<file path="src/hdl/z_engine_params.svh">
`ifndef Z_ENGINE_PARAMS_SVH
`define Z_ENGINE_PARAMS_SVH

// Width of one tile element, arithmetic wraps at this width
`define Z_WORD_WIDTH 16

// Tile geometry, both dimensions must be powers of two
`define Z_ROWS 4
`define Z_COLS 4

`endif

</file>
<file path="src/hdl/z_engine_pkg.sv">
`include "z_engine_params.svh"

package z_engine_pkg;

  typedef logic [`Z_WORD_WIDTH-1:0]        word_t;
  typedef logic [$clog2(`Z_ROWS)-1:0]      row_idx_t;
  typedef logic [$clog2(`Z_COLS)-1:0]      col_idx_t;

  // Word c of a row sits at index c, word r of a column at index r
  typedef logic [`Z_COLS-1:0][`Z_WORD_WIDTH-1:0] row_vec_t;
  typedef logic [`Z_ROWS-1:0][`Z_WORD_WIDTH-1:0] col_vec_t;

  typedef logic [`Z_ROWS-1:0]              row_mask_t;

  // One accumulation step as sent by the host
  typedef struct packed {
    row_idx_t row;
    word_t    x;
    row_vec_t w;
    logic     first;
    logic     last;
  } step_t;

  // Step after registration in the feeder
  typedef struct packed {
    row_idx_t row;
    word_t    x;
    row_vec_t w;
    logic     first;
    logic     last;
  } lane_cmd_t;

endpackage : z_engine_pkg

</file>
<file path="src/hdl/z_buffer_scm.sv">
`timescale 1ns/1ps
`include "z_engine_params.svh"

module z_buffer_scm (
  input  logic                   clk_i,
  input  logic                   rst_ni,
  input  logic                   clear_i,
  input  logic                   row_write_en_i,
  input  logic                   col_write_en_i,
  input  z_engine_pkg::row_idx_t row_write_addr_i,
  input  z_engine_pkg::col_idx_t col_write_addr_i,
  input  z_engine_pkg::row_vec_t row_wdata_i,
  input  z_engine_pkg::col_vec_t col_wdata_i,
  input  logic                   row_read_en_i,
  input  logic                   col_read_en_i,
  input  z_engine_pkg::row_idx_t row_read_addr_i,
  input  z_engine_pkg::col_idx_t col_read_addr_i,
  output z_engine_pkg::row_vec_t row_rdata_o,
  output z_engine_pkg::col_vec_t col_rdata_o
);

  import z_engine_pkg::*;

  row_vec_t            buffer_q [`Z_ROWS];
  row_idx_t            row_read_addr_q;
  col_idx_t            col_read_addr_q;
  logic [`Z_ROWS-1:0]  row_hit;
  logic [`Z_COLS-1:0]  col_hit;

  always_ff @(posedge clk_i or negedge rst_ni) begin : row_raddr_reg
    if (!rst_ni) begin
      row_read_addr_q <= '0;
    end else begin
      if (clear_i) begin
        row_read_addr_q <= '0;
      end else if (row_read_en_i) begin
        row_read_addr_q <= row_read_addr_i;
      end
    end
  end

  always_ff @(posedge clk_i or negedge rst_ni) begin : col_raddr_reg
    if (!rst_ni) begin
      col_read_addr_q <= '0;
    end else begin
      if (clear_i) begin
        col_read_addr_q <= '0;
      end else if (col_read_en_i) begin
        col_read_addr_q <= col_read_addr_i;
      end
    end
  end

  for (genvar r = 0; r < `Z_ROWS; r++) begin : gen_row_hit
    assign row_hit[r] = row_write_en_i && (row_write_addr_i == row_idx_t'(r));
  end

  for (genvar c = 0; c < `Z_COLS; c++) begin : gen_col_hit
    assign col_hit[c] = col_write_en_i && (col_write_addr_i == col_idx_t'(c));
  end

  // Each element takes the row data when its row is addressed, otherwise
  // the column data when its column is
  for (genvar r = 0; r < `Z_ROWS; r++) begin : gen_rows
    for (genvar c = 0; c < `Z_COLS; c++) begin : gen_cols
      always_ff @(posedge clk_i or negedge rst_ni) begin : element_reg
        if (!rst_ni) begin
          buffer_q[r][c] <= '0;
        end else begin
          if (clear_i) begin
            buffer_q[r][c] <= '0;
          end else if (row_hit[r]) begin
            buffer_q[r][c] <= row_wdata_i[c];
          end else if (col_hit[c]) begin
            buffer_q[r][c] <= col_wdata_i[r];
          end
        end
      end
    end
  end

  for (genvar r = 0; r < `Z_ROWS; r++) begin : gen_col_read
    assign col_rdata_o[r] = buffer_q[r][col_read_addr_q];
  end

  assign row_rdata_o = buffer_q[row_read_addr_q];

endmodule : z_buffer_scm

</file>
<file path="src/hdl/z_engine_top.sv">
`timescale 1ns/1ps
`include "z_engine_params.svh"

module z_engine_top (
  input  logic                    clk_i,
  input  logic                    rst_ni,
  input  logic                    clear_i,
  input  logic                    bias_wr_en_i,
  input  z_engine_pkg::col_idx_t  bias_col_i,
  input  z_engine_pkg::col_vec_t  bias_col_data_i,
  input  logic                    step_valid_i,
  input  z_engine_pkg::step_t     step_i,
  input  logic                    rd_en_i,
  input  z_engine_pkg::col_idx_t  rd_col_i,
  output z_engine_pkg::col_vec_t  rd_data_o,
  output logic                    row_done_o,
  output z_engine_pkg::row_idx_t  row_done_idx_o,
  output z_engine_pkg::row_mask_t tile_done_o
);

  import z_engine_pkg::*;

  logic               row_rd_en;
  row_idx_t           row_rd_addr;
  row_vec_t           row_rdata;
  logic               cmd_valid;
  lane_cmd_t          cmd;
  logic [`Z_COLS-1:0] lane_valid;
  row_vec_t           lane_result;
  logic               row_wr_en;
  row_idx_t           row_wr_addr;
  row_vec_t           row_wr_data;

  z_step_feeder i_feeder (
    .clk_i         ( clk_i        ),
    .rst_ni        ( rst_ni       ),
    .clear_i       ( clear_i      ),
    .step_valid_i  ( step_valid_i ),
    .step_i        ( step_i       ),
    .bias_rd_en_o  ( row_rd_en    ),
    .bias_rd_row_o ( row_rd_addr  ),
    .cmd_valid_o   ( cmd_valid    ),
    .cmd_o         ( cmd          )
  );

  // Lane c owns column c of the tile
  for (genvar c = 0; c < `Z_COLS; c++) begin : gen_lanes
    z_mac_lane i_lane (
      .clk_i          ( clk_i          ),
      .rst_ni         ( rst_ni         ),
      .clear_i        ( clear_i        ),
      .cmd_valid_i    ( cmd_valid      ),
      .cmd_x_i        ( cmd.x          ),
      .cmd_w_i        ( cmd.w[c]       ),
      .cmd_first_i    ( cmd.first      ),
      .cmd_last_i     ( cmd.last       ),
      .bias_i         ( row_rdata[c]   ),
      .result_valid_o ( lane_valid[c]  ),
      .result_o       ( lane_result[c] )
    );
  end

  z_row_writeback i_writeback (
    .clk_i          ( clk_i          ),
    .rst_ni         ( rst_ni         ),
    .clear_i        ( clear_i        ),
    .cmd_valid_i    ( cmd_valid      ),
    .cmd_last_i     ( cmd.last       ),
    .cmd_row_i      ( cmd.row        ),
    .lane_valid_i   ( lane_valid[0]  ),
    .lane_result_i  ( lane_result    ),
    .row_wr_en_o    ( row_wr_en      ),
    .row_wr_addr_o  ( row_wr_addr    ),
    .row_wr_data_o  ( row_wr_data    ),
    .row_done_o     ( row_done_o     ),
    .row_done_idx_o ( row_done_idx_o ),
    .tile_done_o    ( tile_done_o    )
  );

  z_buffer_scm i_buffer (
    .clk_i            ( clk_i           ),
    .rst_ni           ( rst_ni          ),
    .clear_i          ( clear_i         ),
    .row_write_en_i   ( row_wr_en       ),
    .col_write_en_i   ( bias_wr_en_i    ),
    .row_write_addr_i ( row_wr_addr     ),
    .col_write_addr_i ( bias_col_i      ),
    .row_wdata_i      ( row_wr_data     ),
    .col_wdata_i      ( bias_col_data_i ),
    .row_read_en_i    ( row_rd_en       ),
    .col_read_en_i    ( rd_en_i         ),
    .row_read_addr_i  ( row_rd_addr     ),
    .col_read_addr_i  ( rd_col_i        ),
    .row_rdata_o      ( row_rdata       ),
    .col_rdata_o      ( rd_data_o       )
  );

endmodule : z_engine_top

</file>
<file path="src/hdl/z_mac_lane.sv">
`timescale 1ns/1ps

module z_mac_lane (
  input  logic                 clk_i,
  input  logic                 rst_ni,
  input  logic                 clear_i,
  input  logic                 cmd_valid_i,
  input  z_engine_pkg::word_t  cmd_x_i,
  input  z_engine_pkg::word_t  cmd_w_i,
  input  logic                 cmd_first_i,
  input  logic                 cmd_last_i,
  input  z_engine_pkg::word_t  bias_i,
  output logic                 result_valid_o,
  output z_engine_pkg::word_t  result_o
);

  import z_engine_pkg::*;

  word_t product;
  word_t acc_d;
  word_t acc_q;
  logic  result_valid_q;

  // Only the low word of the product is kept
  assign product = cmd_x_i * cmd_w_i;

  // A first step restarts the sum from the bias fetched for this row
  assign acc_d = (cmd_first_i ? bias_i : acc_q) + product;

  always_ff @(posedge clk_i or negedge rst_ni) begin : acc_reg
    if (!rst_ni) begin
      acc_q <= '0;
    end else begin
      if (clear_i) begin
        acc_q <= '0;
      end else if (cmd_valid_i) begin
        acc_q <= acc_d;
      end
    end
  end

  always_ff @(posedge clk_i or negedge rst_ni) begin : result_valid_reg
    if (!rst_ni) begin
      result_valid_q <= 1'b0;
    end else begin
      if (clear_i) begin
        result_valid_q <= 1'b0;
      end else begin
        result_valid_q <= cmd_valid_i & cmd_last_i;
      end
    end
  end

  assign result_valid_o = result_valid_q;
  assign result_o       = acc_q;

endmodule : z_mac_lane

</file>
<file path="src/hdl/z_row_writeback.sv">
`timescale 1ns/1ps

module z_row_writeback (
  input  logic                   clk_i,
  input  logic                   rst_ni,
  input  logic                   clear_i,
  input  logic                   cmd_valid_i,
  input  logic                   cmd_last_i,
  input  z_engine_pkg::row_idx_t cmd_row_i,
  input  logic                   lane_valid_i,
  input  z_engine_pkg::row_vec_t lane_result_i,
  output logic                   row_wr_en_o,
  output z_engine_pkg::row_idx_t row_wr_addr_o,
  output z_engine_pkg::row_vec_t row_wr_data_o,
  output logic                   row_done_o,
  output z_engine_pkg::row_idx_t row_done_idx_o,
  output z_engine_pkg::row_mask_t tile_done_o
);

  import z_engine_pkg::*;

  row_idx_t  pend_row_q;
  logic      row_done_q;
  row_idx_t  row_done_idx_q;
  row_mask_t tile_done_q;

  // The lanes finish one cycle after the last command, so a single
  // register is enough even for back to back one-step rows
  always_ff @(posedge clk_i or negedge rst_ni) begin : pend_row_reg
    if (!rst_ni) begin
      pend_row_q <= '0;
    end else begin
      if (clear_i) begin
        pend_row_q <= '0;
      end else if (cmd_valid_i && cmd_last_i) begin
        pend_row_q <= cmd_row_i;
      end
    end
  end

  assign row_wr_en_o   = lane_valid_i;
  assign row_wr_addr_o = pend_row_q;
  assign row_wr_data_o = lane_result_i;

  always_ff @(posedge clk_i or negedge rst_ni) begin : done_regs
    if (!rst_ni) begin
      row_done_q     <= 1'b0;
      row_done_idx_q <= '0;
      tile_done_q    <= '0;
    end else begin
      if (clear_i) begin
        row_done_q     <= 1'b0;
        row_done_idx_q <= '0;
        tile_done_q    <= '0;
      end else begin
        row_done_q <= lane_valid_i;
        if (lane_valid_i) begin
          row_done_idx_q          <= pend_row_q;
          tile_done_q[pend_row_q] <= 1'b1;
        end
      end
    end
  end

  assign row_done_o     = row_done_q;
  assign row_done_idx_o = row_done_idx_q;
  assign tile_done_o    = tile_done_q;

endmodule : z_row_writeback

</file>
<file path="src/hdl/z_step_feeder.sv">
`timescale 1ns/1ps

module z_step_feeder (
  input  logic                    clk_i,
  input  logic                    rst_ni,
  input  logic                    clear_i,
  input  logic                    step_valid_i,
  input  z_engine_pkg::step_t     step_i,
  output logic                    bias_rd_en_o,
  output z_engine_pkg::row_idx_t  bias_rd_row_o,
  output logic                    cmd_valid_o,
  output z_engine_pkg::lane_cmd_t cmd_o
);

  import z_engine_pkg::*;

  logic      cmd_valid_q;
  lane_cmd_t cmd_d;
  lane_cmd_t cmd_q;

  always_comb begin : build_cmd
    cmd_d.row   = step_i.row;
    cmd_d.x     = step_i.x;
    cmd_d.w     = step_i.w;
    cmd_d.first = step_i.first;
    cmd_d.last  = step_i.last;
  end

  // The buffer registers this address at the same edge as the command,
  // so the bias row is on row_rdata when the lanes see the first step
  assign bias_rd_en_o  = step_valid_i & step_i.first;
  assign bias_rd_row_o = step_i.row;

  always_ff @(posedge clk_i or negedge rst_ni) begin : cmd_valid_reg
    if (!rst_ni) begin
      cmd_valid_q <= 1'b0;
    end else begin
      if (clear_i) begin
        cmd_valid_q <= 1'b0;
      end else begin
        cmd_valid_q <= step_valid_i;
      end
    end
  end

  // Payload only moves on a valid step
  always_ff @(posedge clk_i) begin : cmd_payload_reg
    if (step_valid_i) begin
      cmd_q <= cmd_d;
    end
  end

  assign cmd_valid_o = cmd_valid_q;
  assign cmd_o       = cmd_q;

endmodule : z_step_feeder

</file>
<file path="config.mk">
export PLATFORM = sky130hd
export DESIGN_NAME = z_engine_top
export DESIGN_NICKNAME = d
export VERILOG_FILES = /design/src/hdl/z_engine_pkg.sv /design/src/hdl/z_buffer_scm.sv /design/src/hdl/z_engine_top.sv /design/src/hdl/z_mac_lane.sv /design/src/hdl/z_row_writeback.sv /design/src/hdl/z_step_feeder.sv
export VERILOG_INCLUDE_DIRS = /design/src /design/src/hdl
export SDC_FILE = /design/constraint.sdc
export NUM_CORES = 2
export LEC_CHECK = 0
export ABC_AREA = 1
export BUFFER_PORTS_ARGS = -buffer_cell sky130_fd_sc_hd__buf_2
export CORE_MARGIN = 3
export CORE_UTILIZATION = 40
export CTS_BUF_LIST = sky130_fd_sc_hd__clkbuf_4 sky130_fd_sc_hd__clkbuf_8
export DETAILED_ROUTE_END_ITERATION = 16
export SYNTH_ARGS = -nofsm -noshare
export SYNTH_HDL_FRONTEND = slang
export SYNTH_HIERARCHICAL = 1
export SYNTH_SLANG_ARGS = --single-unit
</file>
<file path="constraint.sdc">
create_clock -name clk_i -period 15.75 [get_ports clk_i]
set_input_delay 3.15 -clock clk_i [delete_from_list [all_inputs] [get_ports clk_i]]
set_output_delay 3.15 -clock clk_i [all_outputs]
set_load 0.005 [all_outputs]
</file>
== Word level (Yosys, flattened, before mapping) ==
Index checks and enable logic that the tools add are counted.
Word-level totals
  bits of input ports: 158
  logic and storage cells: 177
  flip-flop bits (word level): 419
  output and inout bits: 71
Operators by class
  multipliers: 4
  $add $sub $neg: 4
  equal/unequal tests: 6
  bitwise operators: 4
  reductions and logical operators: 33
  multiplexer cells: 86
  order comparisons: 4
Operators with widths (count)
  2-to-1 mux 16 bit: 64
  binary-select mux 16 bit (select 2 bit): 4
  binary-select mux 64 bit (select 2 bit): 1
  2-to-1 mux 64 bit: 2
  adder 16 bit: 4
  multiplier 16 x 16 -> 16 bit: 4
  nonzero test 3 bit: 16
  2-to-1 mux 2 bit: 8
  logical AND 1 bit: 10
  nonzero test 2 bit: 5
  == test 2 bit (second input constant): 4
  2-to-1 mux 4 bit: 2
  < comparator 2 x 3 -> 1 bit (second input constant): 2
  == test 2 x 1 -> 1 bit (second input constant): 2
  zero test 2 bit: 2
  2-to-1 mux 1 bit: 4
  OR 4 bit: 1
  greater-or-equal comparator 3 bit (second input constant): 1
  inverter 2 -> 3 bit: 1
  bitwise AND 1 bit: 2
  demux 1 bit (select 2 bit): 1
  greater-or-equal comparator 2 x 1 -> 1 bit (second input constant): 1

== Logic depth before layout (Yosys ltp) ==
  depth in word-level cells: 8
  gate-level depth with buffers: 30

== Modules after synthesis ==
Netlist, hierarchy kept.
Modules (own cells, without submodules)
  z_buffer_scm: times used 1, cells each 2385, area each 16299.4 µm²
  z_mac_lane at gen_lanes[0].i_lane ...: times used 2, cells each 784, area each 5521.5 µm²
  z_mac_lane at gen_lanes[3].i_lane: times used 1, cells each 804, area each 5631.7 µm²
  z_mac_lane at gen_lanes[2].i_lane: times used 1, cells each 791, area each 5521.5 µm²
  z_step_feeder: times used 1, cells each 91, area each 2580.0 µm²
  z_row_writeback: times used 1, cells each 107, area each 872.1 µm²

== Worst setup path before layout ==
No wires, ideal clock.
  path type: reg2reg
  start: register i_feeder.cmd_q, in the netlist i_feeder/cmd_o[75]
  end: register gen_lanes[3].i_lane.acc_q[14]
  data required time: 15.621 ns
  arrival: 5.263 ns
  setup time: 0.129 ns
  period minus slack after synthesis: 5.392 ns
  cell stages (with the launch flop): 26
  path slack: 10.358 ns
  cell sequence: edfxtp_1 clkbuf_1 nand2_1 inv_1 fa_1 inv_1 fa_1 fa_1 fa_1 inv_1 fa_1 inv_1 fa_1 inv_1 ha_1 nand2_1 nor3_1 nand3_1 nand3_1 nand2_1 nand2_1 nand2_1 nand2_1 a21oi_1 o21ai_0 o21ai_0
On the way
  word-level cells in the longest chain between the ends: 4
RTL lines
  start: declaration: line z_step_feeder.sv:19  | lane_cmd_t cmd_q;
  start signal: assignment: line z_step_feeder.sv:49  | cmd_q <= cmd_d;
  multiplier 16 x 16 -> 16 bit: line z_mac_lane.sv:25  | assign product = cmd_x_i * cmd_w_i;
  adder 16 bit: line z_mac_lane.sv:28  | assign acc_d = (cmd_first_i ? bias_i : acc_q) + product;
  2-to-1 mux 16 bit: line z_mac_lane.sv:36  | end else if (cmd_valid_i) begin
  2-to-1 mux 16 bit: line z_mac_lane.sv:34  | if (clear_i) begin
  end signal: assignment: line z_mac_lane.sv:32  | acc_q <= '0;
  end signal: assignment: line z_mac_lane.sv:35  | acc_q <= '0;
  end signal: assignment: line z_mac_lane.sv:37  | acc_q <= acc_d;
  end: declaration: line z_mac_lane.sv:21  | word_t acc_q;
No other way between the ends. The select of a mux whose other input is x is not followed.
A chain may end at the register's enable or synchronous reset.

==> reports/results.ini <==
[outcome]
run_status = complete, no violations

[finish]
utilization_pct = 43.6
layout-area-overhead-vs-synth_pct = 7.98
n_fill_cell = 10700
final_cell_mix = sky130_fd_sc_hd__nand2_1 (1,470), sky130_fd_sc_hd__inv_1 (1,128), sky130_fd_sc_hd__nand3_1 (438)
post_route_cells_drive_above_1_share_pct = 9.41
multi_input_area_mm2 = 0.0247
area.sequential_mm2 = 0.0109
nets = 6468
layout_commonest_cell = sky130_fd_sc_hd__nand2_1

[grt]
grt_first_pass_wirelength_um = 244000
number_of_antenna_violations_at_the_first_check_in_global_routing = 12
first_global_vias = 38600
largest_net_degree_at_the_start_of_global_routing = 98
track_usage_pct = 30.0
grt_overflow_total = 0

[routing]
wirelength_um = 163000
dr_wl_met2_um = 70600
met1Wirelength_um = 64900
violation_count_after_the_first_detailed_route_iteration = 4451
firstDrtPassIters = 8
vias_per_cell = 5.52
postRouteAntennaNets = 0
top_signal_layer_used = met5
dr_total_vias = 39600
met3_wirelength_um = 18400
wire_per_inst_um = 22.8
remaining_drc_errors = 0

[run]
drv.max_cap_violation_count = 0

[clock_tree]
tritoncts_num_sinks = 419
worst_skew_pair.late_latency_ps = 770
tritoncts = done
clk_pin_slew_worst_paths_ps = 60
cts.path.max_buffers = 3
clock_tree.root_cell = sky130_fd_sc_hd__clkbuf_8
cts_hold_repair.buffers = 0
h-tree-depth = 3
cts_setup_buffers = 0
cts_repair_resize_count = 0
number_of_clock_buffers_inserted_by_tritoncts = 85

[timing]
hold_violations = 0
setup_slack_ps = 8760
setup-tns-final_ps = 0
worst_pin_slew_ps = 1250
fin_crit_sh_pct = 44.4
slew_headroom_pct = 16.9
unrepaired_setup_endpoints_after_global_routing = no
finalCriticalPeriod_ps = 6990
setup-violations-final = 0
finalClockSkew_ps = 77.8
number_of_max_slew_violations_in_the_final_report = 0
achievable-frequency_ghz = 0.143

[place]
io_buffer_count = 228
dpl_worst_slack_ps = 9280
detailed_place_hpwl_um = 118000
routabilityCongestion = 1.01

[floorplanning]
die_area_mm2 = 0.109
die_y_um = 329
floorplan.die.width_um = 329
top_level_ports = 229
core_region_area_mm2 = 0.104
placementRows = 118
starting_utilization_of_the_core_area_pct = 40.4

[synthesis]
synth.net_count = 6479
synthesis.instances = 5737
synthesis.area_per_instance_um2 = 7.29
yosys_warnings = 6
netlist_area_mm2 = 0.0419

[power]
design_power_total_mw = 7.98
p_per_cell_area_mw_per_mm2 = 177
power.static_leakage_nw = 24.4
vdd.ir_drop.worst_mv = 0.156

[worst_setup_path]
crit_slowest_cell = sky130_fd_sc_hd__dfrtp_4
worst_ep_arrival_time_ps = 3840
cp_common_cell = sky130_fd_sc_hd__buf_4
reg2reg_setup_slack_ps = 9030
critPathRequiredTime_ps = 12600
worst-path-max-fanout = 55
worst_setup_path_start_kind = register
cpPeakStageDelay_ps = 620
critical_path.cell_chain = buf_4 -> buf_4 -> o21ai_0 -> o22ai_1 -> buf_2
critPathCaptureType = output port
critical_path_class = register to output port

[worst_hold_path]
path_category_of_the_worst_min_delay_check = register to register

[registers in the layout (all words and copies together) (netlist names)]
name,cells
i_writeback/row_wr_addr_o,2
gen_lanes.i_lane/result_o,64
gen_lanes.i_lane/result_valid_o,1
i_buffer/row_read_addr_q,2
i_writeback/tile_done_o,4
i_buffer/buffer_q,256
i_buffer/col_read_addr_q,2
i_writeback/row_done_o,1
i_feeder/cmd_o,84
i_feeder/cmd_valid_o,1
i_writeback/row_done_idx_o,2
[routing by layer]
layer  track usage, %  up-vias
li1                 -    17700
met1             39.3    19200
met2             45.2     2237
met3             8.47      474
met4             15.4        6
met5                0        -
[path summary, 6_finish.rpt]
check | from | to | depth (start not counted)
min in group asynchronous | rst_ni | i_writeback/row_done_idx_o[1] | 1
setup / recovery | i_buffer/col_read_addr_q[0] | rd_data_o[58] | 5
hold / removal | i_writeback/tile_done_o[3] | i_writeback/tile_done_o[3] | 2
setup reg to reg | i_buffer/row_read_addr_q[0] | gen_lanes[1].i_lane/result_o[14] | 24
max in group asynchronous | rst_ni | gen_lanes[3].i_lane/result_o[8] | 4
hold reg to reg | i_writeback/tile_done_o[3] | i_writeback/tile_done_o[3] | 2
[metrics by stage]
stage          hold slack (ps)  instances  area [um^2]
6_report                   490       7178        45200
5_1_grt                    514       7174        45200
4_1_cts                    489       7173        45200
3_5_place_dp               466       7019        43300
3_3_place_gp               463       7019        43300
2_1_floorplan              449       5737        41900
[power breakdown]
part	internal, mW	switching (mW)
combinational	1.97	3.31
sequential	1.23	0.160
clock	0.736	0.567
total	3.94	4.04
[area by class of cell]
class	count	area share [%]
flip-flops and latches	419	24.2
inverters	1155	9.61
diodes	5	0.0277
repair buffers	284	3.48
clock buffers	133	3.64
well taps	1380	3.82
multi-input cells	3781	54.7
clock inverters	21	0.581
[worst max-delay path, delay by kind of cell (launching register included)]
family	cells	cell delay [ps]
buffers and inverters	3	1430
AO/OA/AOI/OAI	2	930
flip-flops	1	620
(Power assumes the default switching activity.)
